### config.mk
export PLATFORM = sky130hd
export DESIGN_NAME = decodeStage
export DESIGN_NICKNAME = d
export VERILOG_FILES = /design/src/rtl/decodePkg.sv /design/src/rtl/decodeStage.sv /design/src/rtl/branchUnit.sv /design/src/rtl/operandForward.sv /design/src/rtl/registerFile.sv /design/src/rtl/controlDecoder.sv /design/src/rtl/pipeSlot.sv
export SDC_FILE = /design/constraint.sdc
export NUM_CORES = 2
export LEC_CHECK = 0
export BUFFER_PORTS_ARGS = -buffer_cell sky130_fd_sc_hd__buf_4
export CORE_MARGIN = 1.5
export CORE_UTILIZATION = 23
export DETAILED_ROUTE_END_ITERATION = 6
export HOLD_SLACK_MARGIN = 0.05
export PLACE_DENSITY = 0.34
export REMOVE_ABC_BUFFERS = 1
export SETUP_SLACK_MARGIN = 0.1
export SLEW_MARGIN = 20
export SYNTH_ARGS = -nofsm -noshare
export SYNTH_HDL_FRONTEND = slang
export SYNTH_SLANG_ARGS = --single-unit
### constraint.sdc
create_clock -name CLK -period 7.8 [get_ports CLK]
set_input_delay 0 -clock CLK [delete_from_list [all_inputs] [get_ports CLK]]
set_output_delay 0 -clock CLK [all_outputs]
set_load 0.05 [all_outputs]
### src/rtl/decodePkg.sv
/* Shared widths, MIPS field encodings and packet types for the decode stage.
   Only the integer subset is encoded; COP1, HI/LO and unaligned accesses are absent. */
`default_nettype none

package decodePkg;

	localparam int dataWidth    = 32;
	localparam int regAddrWidth = 5;
	localparam int numRegs      = 32;

	typedef logic [regAddrWidth-1:0] regAddr_t;
	typedef logic [dataWidth-1:0]    word_t;

	////////////////////////////////////////////////////////////////////////////
	// Primary opcodes, instr[31:26]
	localparam logic [5:0] opSpecial = 6'h00;
	localparam logic [5:0] opRegImm  = 6'h01;  // Branch select in rt
	localparam logic [5:0] opJ       = 6'h02;
	localparam logic [5:0] opJal     = 6'h03;
	localparam logic [5:0] opBeq     = 6'h04;
	localparam logic [5:0] opBne     = 6'h05;
	localparam logic [5:0] opBlez    = 6'h06;
	localparam logic [5:0] opBgtz    = 6'h07;
	localparam logic [5:0] opAddi    = 6'h08;
	localparam logic [5:0] opAddiu   = 6'h09;
	localparam logic [5:0] opSlti    = 6'h0a;
	localparam logic [5:0] opSltiu   = 6'h0b;
	localparam logic [5:0] opAndi    = 6'h0c;
	localparam logic [5:0] opOri     = 6'h0d;
	localparam logic [5:0] opXori    = 6'h0e;
	localparam logic [5:0] opLui     = 6'h0f;
	localparam logic [5:0] opLb      = 6'h20;
	localparam logic [5:0] opLh      = 6'h21;
	localparam logic [5:0] opLw      = 6'h23;
	localparam logic [5:0] opLbu     = 6'h24;
	localparam logic [5:0] opLhu     = 6'h25;
	localparam logic [5:0] opSb      = 6'h28;
	localparam logic [5:0] opSh      = 6'h29;
	localparam logic [5:0] opSw      = 6'h2b;

	// SPECIAL function codes, instr[5:0]
	localparam logic [5:0] fnSll  = 6'h00;
	localparam logic [5:0] fnSrl  = 6'h02;
	localparam logic [5:0] fnSra  = 6'h03;
	localparam logic [5:0] fnSllv = 6'h04;
	localparam logic [5:0] fnSrlv = 6'h06;
	localparam logic [5:0] fnSrav = 6'h07;
	localparam logic [5:0] fnJr   = 6'h08;
	localparam logic [5:0] fnJalr = 6'h09;
	localparam logic [5:0] fnAdd  = 6'h20;
	localparam logic [5:0] fnAddu = 6'h21;
	localparam logic [5:0] fnSub  = 6'h22;
	localparam logic [5:0] fnSubu = 6'h23;
	localparam logic [5:0] fnAnd  = 6'h24;
	localparam logic [5:0] fnOr   = 6'h25;
	localparam logic [5:0] fnXor  = 6'h26;
	localparam logic [5:0] fnNor  = 6'h27;
	localparam logic [5:0] fnSlt  = 6'h2a;
	localparam logic [5:0] fnSltu = 6'h2b;

	// REGIMM selects, instr[20:16]
	localparam logic [4:0] rtBltz = 5'h00;
	localparam logic [4:0] rtBgez = 5'h01;

	localparam regAddr_t linkReg = 5'd31;  // JAL destination

	////////////////////////////////////////////////////////////////////////////
	typedef enum logic [4:0] {
		aluAdd, aluAddu, aluSub, aluSubu, aluAnd, aluOr, aluXor, aluNor,
		aluSlt, aluSltu, aluSll, aluSrl, aluSra, aluSllv, aluSrlv, aluSrav,
		aluLui
	} aluOp_t;

	typedef enum logic [1:0] {memByte, memHalf, memWord} memSize_t;

	typedef enum logic [2:0] {brNone, brEq, brNe, brLez, brGtz, brLtz, brGez} brCond_t;

	typedef struct packed {
		aluOp_t   aluOp;
		logic     regWrite;
		logic     memRead;
		logic     memWrite;
		memSize_t memSize;
		logic     memUnsigned;  // LBU/LHU
		logic     aluSrcImm;
		logic     signExtImm;
		logic     destIsRd;
		brCond_t  brCond;
		logic     jump;
		logic     jumpReg;      // Target from rs
		logic     link;
		logic     illegal;
	} decodeCtrl_t;

	typedef struct packed {
		word_t pc;
		word_t instr;
	} fetchPacket_t;

	// One result bus from a later stage
	typedef struct packed {
		logic     enable;
		regAddr_t addr;
		word_t    data;
	} regWrite_t;

	typedef struct packed {
		word_t       pc;
		decodeCtrl_t ctrl;
		word_t       operandA;
		word_t       operandB;
		word_t       storeData;
		regAddr_t    destReg;
		logic [4:0]  shamt;
		logic        takenBranch;
		word_t       nextPc;
	} issuePacket_t;

endpackage

`default_nettype wire
### src/rtl/decodeStage.sv
/* Decode stage top. Two slots deep: fetch slot feeds the combinational decode,
   operands are captured when the instruction moves into the issue slot. */
`timescale 1ns/1ps
`default_nettype none

module decodeStage
	import decodePkg::*;
(
	input  logic         CLK,
	input  logic         RESET,
	input  logic         fetchValid,
	output logic         fetchReady,
	input  fetchPacket_t fetchIn,
	input  regWrite_t    exeFwd,
	input  regWrite_t    memFwd,
	input  regWrite_t    wbIn,
	output logic         issueValid,
	input  logic         issueReady,
	output issuePacket_t issueOut
);

	fetchPacket_t curFetch;
	logic         curValid;
	logic         issueSlotReady;
	decodeCtrl_t  ctrl;
	decodeCtrl_t  issueCtrl;
	regAddr_t     rs, rt, rd;
	regAddr_t     destReg;
	word_t        fileA, fileB;
	word_t        valueA, valueB;
	word_t        operandA, operandB;
	word_t        nextPc;
	logic         takenBranch;
	issuePacket_t nextIssue;

	////////////////////////////////////////////////////////////////////////////
	// Input side
	pipeSlot #(.payload_t(fetchPacket_t)) fetchSlot (
		.CLK(CLK), .RESET(RESET),
		.inValid(fetchValid), .inReady(fetchReady), .inData(fetchIn),
		.outValid(curValid), .outReady(issueSlotReady), .outData(curFetch)
	);

	assign rs = curFetch.instr[25:21];
	assign rt = curFetch.instr[20:16];
	assign rd = curFetch.instr[15:11];

	////////////////////////////////////////////////////////////////////////////
	// Decode, read and resolve
	controlDecoder decoder (.instr(curFetch.instr), .ctrl(ctrl));

	registerFile regFile (
		.CLK(CLK), .RESET(RESET),
		.readAddrA(rs), .readAddrB(rt), .readDataA(fileA), .readDataB(fileB),
		.wb(wbIn)
	);

	operandForward bypass (
		.rs(rs), .rt(rt), .fileA(fileA), .fileB(fileB),
		.exeFwd(exeFwd), .memFwd(memFwd), .wbFwd(wbIn),
		.valueA(valueA), .valueB(valueB)
	);

	branchUnit branch (
		.pc(curFetch.pc), .instr(curFetch.instr), .ctrl(ctrl),
		.valueA(valueA), .valueB(valueB), .immValue(),
		.operandA(operandA), .operandB(operandB),
		.takenBranch(takenBranch), .nextPc(nextPc)
	);

	// JAL is the only link without destIsRd
	assign destReg = ctrl.destIsRd ? rd : (ctrl.link ? linkReg : rt);

	always_comb begin
		issueCtrl          = ctrl;
		issueCtrl.regWrite = ctrl.regWrite && (destReg != '0);  // r0 writes dropped
	end

	assign nextIssue = '{
		pc:          curFetch.pc,
		ctrl:        issueCtrl,
		operandA:    operandA,
		operandB:    operandB,
		storeData:   valueB,
		destReg:     destReg,
		shamt:       curFetch.instr[10:6],
		takenBranch: takenBranch,
		nextPc:      nextPc
	};

	////////////////////////////////////////////////////////////////////////////
	// Output side
	pipeSlot #(.payload_t(issuePacket_t)) issueSlot (
		.CLK(CLK), .RESET(RESET),
		.inValid(curValid), .inReady(issueSlotReady), .inData(nextIssue),
		.outValid(issueValid), .outReady(issueReady), .outData(issueOut)
	);

endmodule

`default_nettype wire

### src/rtl/branchUnit.sv
/* Immediate build, branch compare and next-PC select, no delay slot modelled.
   takenBranch flags any redirect, so jumps raise it too. */
`timescale 1ns/1ps
`default_nettype none

module branchUnit
	import decodePkg::*;
(
	input  word_t       pc,
	input  word_t       instr,
	input  decodeCtrl_t ctrl,
	input  word_t       valueA,
	input  word_t       valueB,
	output word_t       immValue,
	output word_t       operandA,
	output word_t       operandB,
	output logic        takenBranch,
	output word_t       nextPc
);

	word_t pcPlus4;
	word_t branchTarget;
	word_t jumpTarget;
	logic  aZero;
	logic  condMet;

	assign pcPlus4  = pc + 32'd4;
	assign immValue = ctrl.signExtImm ? {{16{instr[15]}}, instr[15:0]} : {16'b0, instr[15:0]};

	assign branchTarget = pcPlus4 + {immValue[29:0], 2'b00};
	assign jumpTarget   = {pcPlus4[31:28], instr[25:0], 2'b00};  // Region of the delay slot

	assign aZero = (valueA == '0);

	always_comb begin
		case (ctrl.brCond)
			brEq:    condMet = (valueA == valueB);
			brNe:    condMet = (valueA != valueB);
			brLez:   condMet = valueA[31] || aZero;
			brGtz:   condMet = !valueA[31] && !aZero;
			brLtz:   condMet = valueA[31];
			brGez:   condMet = !valueA[31];
			default: condMet = 1'b0;
		endcase
	end

	assign takenBranch = ctrl.jump || condMet;

	always_comb begin
		if (ctrl.jump && ctrl.jumpReg) begin
			nextPc = valueA;        // JR/JALR
		end else if (ctrl.jump) begin
			nextPc = jumpTarget;    // J/JAL
		end else if (condMet) begin
			nextPc = branchTarget;
		end else begin
			nextPc = pcPlus4;
		end
	end

	// Link writes return address as pc+4 plus 4 through the adder
	assign operandA = ctrl.link ? pcPlus4 : valueA;
	assign operandB = ctrl.link ? 32'd4 : (ctrl.aluSrcImm ? immValue : valueB);

endmodule

`default_nettype wire

### src/rtl/operandForward.sv
/* Operand bypass for rs and rt. Newest producer wins: execute, then memory,
   then writeback, then the register file. Writes aimed at r0 never match. */
`timescale 1ns/1ps
`default_nettype none

module operandForward
	import decodePkg::*;
(
	input  regAddr_t  rs,
	input  regAddr_t  rt,
	input  word_t     fileA,
	input  word_t     fileB,
	input  regWrite_t exeFwd,
	input  regWrite_t memFwd,
	input  regWrite_t wbFwd,
	output word_t     valueA,
	output word_t     valueB
);

	function automatic logic srcHit(regWrite_t src, regAddr_t operand);
		return src.enable && (src.addr == operand) && (operand != '0);
	endfunction

	function automatic word_t pickNewest(regAddr_t operand, word_t fileVal,
			regWrite_t exe, regWrite_t mem, regWrite_t wb);
		word_t result;
		if (srcHit(exe, operand)) begin
			result = exe.data;
		end else if (srcHit(mem, operand)) begin
			result = mem.data;
		end else if (srcHit(wb, operand)) begin
			result = wb.data;  // File not yet written this cycle
		end else begin
			result = fileVal;
		end
		return result;
	endfunction

	assign valueA = pickNewest(rs, fileA, exeFwd, memFwd, wbFwd);
	assign valueB = pickNewest(rt, fileB, exeFwd, memFwd, wbFwd);

endmodule

`default_nettype wire

### src/rtl/registerFile.sv
/* 32 x 32 register file, two combinational reads and one write on CLK.
   A write shows on the read ports one cycle later; same-cycle reads need forwarding. */
`timescale 1ns/1ps
`default_nettype none

module registerFile
	import decodePkg::*;
(
	input  logic      CLK,
	input  logic      RESET,
	input  regAddr_t  readAddrA,
	input  regAddr_t  readAddrB,
	output word_t     readDataA,
	output word_t     readDataB,
	input  regWrite_t wb
);

	word_t regs [numRegs];

	always_ff @(posedge CLK or negedge RESET) begin
		if (!RESET) begin
			for (int i = 0; i < numRegs; i++) begin
				regs[i] <= '0;
			end
		end else if (wb.enable && wb.addr != '0) begin
			regs[wb.addr] <= wb.data;
		end
	end

	// r0 is hardwired
	assign readDataA = (readAddrA == '0) ? '0 : regs[readAddrA];
	assign readDataB = (readAddrB == '0) ? '0 : regs[readAddrB];

endmodule

`default_nettype wire

### src/rtl/controlDecoder.sv
/* Integer MIPS control decode. Anything outside the kept subset comes out
   with only illegal set, so it travels down the pipe as a no-op. */
`timescale 1ns/1ps
`default_nettype none

module controlDecoder
	import decodePkg::*;
(
	input  word_t       instr,
	output decodeCtrl_t ctrl
);

	logic [5:0] opcode;
	logic [5:0] funct;
	logic [4:0] rtField;
	logic       unknown;

	assign opcode  = instr[31:26];
	assign funct   = instr[5:0];
	assign rtField = instr[20:16];

	always_comb begin
		ctrl         = '0;
		ctrl.memSize = memWord;
		unknown      = 1'b0;

		case (opcode)
			opSpecial: begin
				ctrl.regWrite = 1'b1;
				ctrl.destIsRd = 1'b1;
				case (funct)
					fnSll:  ctrl.aluOp = aluSll;   // Shift amount in shamt
					fnSrl:  ctrl.aluOp = aluSrl;
					fnSra:  ctrl.aluOp = aluSra;
					fnSllv: ctrl.aluOp = aluSllv;
					fnSrlv: ctrl.aluOp = aluSrlv;
					fnSrav: ctrl.aluOp = aluSrav;
					fnAdd:  ctrl.aluOp = aluAdd;
					fnAddu: ctrl.aluOp = aluAddu;
					fnSub:  ctrl.aluOp = aluSub;
					fnSubu: ctrl.aluOp = aluSubu;
					fnAnd:  ctrl.aluOp = aluAnd;
					fnOr:   ctrl.aluOp = aluOr;
					fnXor:  ctrl.aluOp = aluXor;
					fnNor:  ctrl.aluOp = aluNor;
					fnSlt:  ctrl.aluOp = aluSlt;
					fnSltu: ctrl.aluOp = aluSltu;
					fnJr: begin
						ctrl.regWrite = 1'b0;
						ctrl.destIsRd = 1'b0;
						ctrl.jump     = 1'b1;
						ctrl.jumpReg  = 1'b1;
					end
					fnJalr: begin
						ctrl.aluOp   = aluAddu;  // Return address pc+4 plus 4
						ctrl.jump    = 1'b1;
						ctrl.jumpReg = 1'b1;
						ctrl.link    = 1'b1;
					end
					default: unknown = 1'b1;
				endcase
			end

			opRegImm: begin
				ctrl.signExtImm = 1'b1;
				case (rtField)
					rtBltz:  ctrl.brCond = brLtz;
					rtBgez:  ctrl.brCond = brGez;
					default: unknown = 1'b1;
				endcase
			end

			opJ: ctrl.jump = 1'b1;
			opJal: begin
				ctrl.aluOp    = aluAddu;
				ctrl.regWrite = 1'b1;
				ctrl.jump     = 1'b1;
				ctrl.link     = 1'b1;
			end

			opBeq, opBne, opBlez, opBgtz: begin
				ctrl.signExtImm = 1'b1;
				case (opcode)
					opBeq:   ctrl.brCond = brEq;
					opBne:   ctrl.brCond = brNe;
					opBlez:  ctrl.brCond = brLez;
					default: ctrl.brCond = brGtz;
				endcase
			end

			// Immediate ALU group where logical ops zero extend
			opAddi, opAddiu, opSlti, opSltiu, opAndi, opOri, opXori, opLui: begin
				ctrl.regWrite   = 1'b1;
				ctrl.aluSrcImm  = 1'b1;
				ctrl.signExtImm = opcode inside {opAddi, opAddiu, opSlti, opSltiu};
				case (opcode)
					opAddi:  ctrl.aluOp = aluAdd;
					opAddiu: ctrl.aluOp = aluAddu;
					opSlti:  ctrl.aluOp = aluSlt;
					opSltiu: ctrl.aluOp = aluSltu;
					opAndi:  ctrl.aluOp = aluAnd;
					opOri:   ctrl.aluOp = aluOr;
					opXori:  ctrl.aluOp = aluXor;
					default: ctrl.aluOp = aluLui;
				endcase
			end

			opLb, opLh, opLw, opLbu, opLhu: begin
				ctrl.aluOp       = aluAddu;  // Address = base + offset
				ctrl.regWrite    = 1'b1;
				ctrl.memRead     = 1'b1;
				ctrl.aluSrcImm   = 1'b1;
				ctrl.signExtImm  = 1'b1;
				ctrl.memUnsigned = opcode inside {opLbu, opLhu};
				if (opcode inside {opLb, opLbu}) begin
					ctrl.memSize = memByte;
				end else if (opcode inside {opLh, opLhu}) begin
					ctrl.memSize = memHalf;
				end
			end

			opSb, opSh, opSw: begin
				ctrl.aluOp      = aluAddu;
				ctrl.memWrite   = 1'b1;
				ctrl.aluSrcImm  = 1'b1;
				ctrl.signExtImm = 1'b1;
				if (opcode == opSb) begin
					ctrl.memSize = memByte;
				end else if (opcode == opSh) begin
					ctrl.memSize = memHalf;
				end
			end

			default: unknown = 1'b1;
		endcase

		// Unknown encodings keep nothing but the flag
		if (unknown) begin
			ctrl         = '0;
			ctrl.illegal = 1'b1;
		end
	end

endmodule

`default_nettype wire

### src/rtl/pipeSlot.sv
/* One-entry valid/ready register. Accepts while empty or while its content
   leaves in the same cycle, so upstream ready is combinational. */
`timescale 1ns/1ps
`default_nettype none

module pipeSlot #(
	parameter type payload_t = logic [31:0]
) (
	input  logic     CLK,
	input  logic     RESET,
	input  logic     inValid,
	output logic     inReady,
	input  payload_t inData,
	output logic     outValid,
	input  logic     outReady,
	output payload_t outData
);

	logic     full;
	payload_t held;

	assign inReady  = !full || outReady;
	assign outValid = full;
	assign outData  = held;

	always_ff @(posedge CLK or negedge RESET) begin
		if (!RESET) begin
			full <= 1'b0;
		end else if (inValid && inReady) begin
			full <= 1'b1;  // New item, or replacement of the leaving one
		end else if (outReady) begin
			full <= 1'b0;
		end
	end

	always_ff @(posedge CLK) begin
		if (inValid && inReady) begin
			held <= inData;
		end
	end

endmodule

`default_nettype wire

==> results_dict.tcl <==
set metrics [dict create \
    reg2reg_from "fetchSlot.outData[21]" \
    register_area_sq_um 33360 \
    synth_ff_type "dfrtp_1" \
    h-tree-depth 4 \
    dr.first_iter.drc_count 4287 \
    fin_crit_sh 0.9065 \
    postPlaceCellArea_sq_um 77300 \
    grt_max_degree 158 \
    final_hold_viol_count 0 \
    drc 0 \
    synth_area_per_cell_sq_um 13.61 \
    cts_buffers 170 \
    n_fill_cell 30670 \
    syn-cell-area_sq_um 69460 \
    die_x_um 552.5 \
    worstSetupPathType "reg -> reg" \
    final_layout_size_suffix_gt1_frac 0.4142 \
    cts_resized 0 \
    post_drt_wl_per_cell_um 36.10 \
    finalSetupViolCount 0 \
    die_h_um 552.5 \
    io_pins 376 \
    multi_input_area_sq_um 33840 \
    gp_congestion 0.8664 \
    post-dp-hpwl_um 235700 \
    viasPerCell 5.159 \
    stdcell_area_sq_um 85220 \
    met2_length_um 161900 \
    netlist.area_leader.share 0.3696 \
    cts_hold_buf 239 \
    r2r_slack_ns 0.73 \
    min_path_cells 4 \
    synth.area.top_cells "dfrtp_1 37%, mux2_2 16%, mux4_2 14%" \
    seq_area_frac_synth 0.4803 \
    instances_no_fill 9713 \
    coreArea_sq_um 300000 \
    clockRootBuffer "clkbuf_16" \
    drt_wl_total_um 350600 \
    post-cts-setup-buffers 0 \
    hold_end "issueSlot.outData[138]" \
    io_buffers 375 \
    syn_to_final_growth_pct 22.70 \
    worstPathRequired_ns 8.51 \
    clock_path_buffers 4 \
    synth_top_area_cell "dfrtp_1" \
    end_kind "flop" \
    start_util 0.2315 \
    first_global_vias 51270 \
    crit_arrival_ns 7.78 \
    firstDrtPassIters 5 \
    vias 50110 \
    async_flop_share 0.8003 \
    relSlewSlack 0.1898 \
    cts.sinks 1282 \
    r2r_end "issueSlot.outData[19]" \
    rows 201 \
    routed.top_layer "met5" \
    die_area_sq_um 305300 \
    final_max_slew_viol_count 0 \
    clock_latency_ns 0.88 \
    fmax_mhz 141.4 \
    rsz0062_at_grt "no" \
    postRouteAntennaNets 0 \
    synthesis.instances 5104 \
    grt_overflow 0 \
    power_density_nw_per_um2 260.0 \
    peakVddDrop_mv 0.1398 \
    yosysWarnings 0 \
    synth_seq_cells 1282 \
    met1_length_um 156000 \
    grt_pass1_wl_um 475800 \
    power.leakage_nw 35.75 \
    clk_pin_slew_ns 0.06 \
    dp_cells 9155 \
    maxCapViolations 0 \
    gr-usage-all-layers 0.2252 \
    status "finished clean" \
    finalSetupTns_ns 0 \
    cp_max_fo 51 \
    startpoint_type "flop" \
    cts_tree "yes" \
    dr_wl_met3_um 17880 \
    reg2regPathDepth 14 \
    nNetsFinal 5822 \
    worst_pin_slew_ns 1.215 \
    synth_edf_count 256 \
    fin_crit_ns 7.071 \
    hold_start "exeFwd[31]" \
    antenna_found_initial 23 \
    hp-class "in -> reg" \
    synth_cell_type_count 93 \
    finalClockSkew_ns 0.06783 \
]
==> routing by layer <==
layer | up-vias | global-route usage
met5 | - | 0
met4 | 6 | 0.08504
met3 | 468 | 0.03570
met2 | 1759 | 0.3616
met1 | 27290 | 0.3034
li1 | 20590 | -
==> per-stage QoR <==
| stage | total power, mW | util | setup slack (ns) | hold WS (ns) |
|---|---|---|---|---|
| 2_1_floorplan | 12.10 | - | -11.18 | -0.2956 |
| 3_3_place_gp | 14.15 | 0.2573 | 0.3295 | -0.01705 |
| 3_5_place_dp | 14.18 | 0.2576 | 0.4285 | -0.02472 |
| 4_1_cts | 22.38 | 0.2839 | 0.4179 | 0.05224 |
| 5_1_grt | 23.02 | 0.2840 | 0.5902 | 0.09932 |
| 6_report | 22.16 | 0.2840 | 0.7290 | 0.1276 |
==> cells in the mapped netlist (all sizes together) (12+ instances only) <==
| cell | n |
|---|---|
| inv | 61 |
| nand4 | 19 |
| o21ai | 53 |
| or3 | 12 |
| ha | 30 |
| buf | 206 |
| mux2i | 273 |
| and2 | 19 |
| nor2b | 21 |
| nor3 | 82 |
| a211oi | 47 |
| mux4 | 435 |
| o22ai | 64 |
| and3 | 24 |
| o221ai | 14 |
| o211ai | 19 |
| edfxtp | 256 |
| nand2 | 187 |
| nor2 | 218 |
| o31ai | 12 |
| a22o | 18 |
| clkbuf | 297 |
| a21oi | 133 |
| xnor2 | 70 |
| nand2b | 28 |
| a22oi | 87 |
| a221oi | 41 |
| o21bai | 13 |
| a31oi | 40 |
| nand3 | 60 |
| xor2 | 42 |
| a21o | 17 |
| a211o | 26 |
| mux2 | 1017 |
| dfrtp | 1026 |
==> critical path, stage by stage (launching register included) <==
cell and delay [ns]:
edfxtp_1 0.52, buf_4 0.30, or3_1 0.43, nor2_1 0.67
or3_4 0.76, nand2_1 0.58, o221ai_1 1.02, xnor2_1 0.18
nor4_1 0.56, nand4_1 0.31, o31a_1 0.39, nor3_4 0.22
buf_12 0.28, mux2_2 0.37, a31oi_1 0.19
==> logic make-up after synthesis <==
family                     Yosys count  synth area share
buffers and inverters              569           0.03785
adders and majority gates           31          0.005692
muxes                             1725            0.3453
DFF                               1282            0.4803
and+or+nand+nor                    719           0.04901
xor gates and xnor gates           112           0.01423
AOI/OAI and AO/OA                  666           0.06764
==> power breakdown <==
group / internal [mW] / switching (mW) / total, mW
Sequential: 8.04 / 0.864 / 8.90
Combinational: 2.44 / 2.86 / 5.30
Clock: 4.69 / 3.27 / 7.96
Total: 15.2 / 6.99 / 22.2
==> area by class of cell <==
class | count | area share
multi-input combinational | 3253 | 0.3971
sequential | 1282 | 0.3915
timing repair buffer | 836 | 0.08595
tap | 3958 | 0.05811
clock buffer | 246 | 0.05715
clock inverter | 58 | 0.006930
inverter | 66 | 0.002922
antenna | 14 | 0.0004111
==> layout by cell type, fill, tap and decap left out, drive strengths merged, types with 30 or more instances in the layout <==
master	count
o21ai	53
clkinv	41
dlygate4sd3	239
nand3	60
mux2i	273
ha	30
nor3	82
inv	70
a21oi	133
a211oi	47
nand2	187
dfrtp	1026
edfxtp	256
a221oi	41
xnor2	70
xor2	42
clkbuf	246
a31oi	40
mux4	435
o22ai	64
nor2	218
mux2	1017
buf	597
a22oi	87
==> worst max-delay path by stage <==
stage / slack, ns / depth (start not counted) / from / to
floorplan: -11.18 / 12 / fetchSlot.outData[16] / issueSlot.outData[26]
global placement: 0.33 / 15 / fetchSlot.outData[24] / issueSlot.outData[19]
detailed placement: 0.43 / 14 / fetchSlot.outData[21] / issueSlot.outData[19]
CTS: 0.42 / 14 / fetchSlot.outData[21] / issueSlot.outData[19]
global route: 0.59 / 17 / fetchSlot.outData[17] / issueSlot.outData[19]
finish: 0.73 / 14 / fetchSlot.outData[21] / issueSlot.outData[19]
==> state kept, by name (all words and copies together), names as in the netlist <==
name                count
regFile.regs         1024
issueSlot.outData     192
fetchSlot.outData      64
fetchSlot.outValid      1
issueSlot.outValid      1
Note: power is estimated with default switching activity, not from simulation.
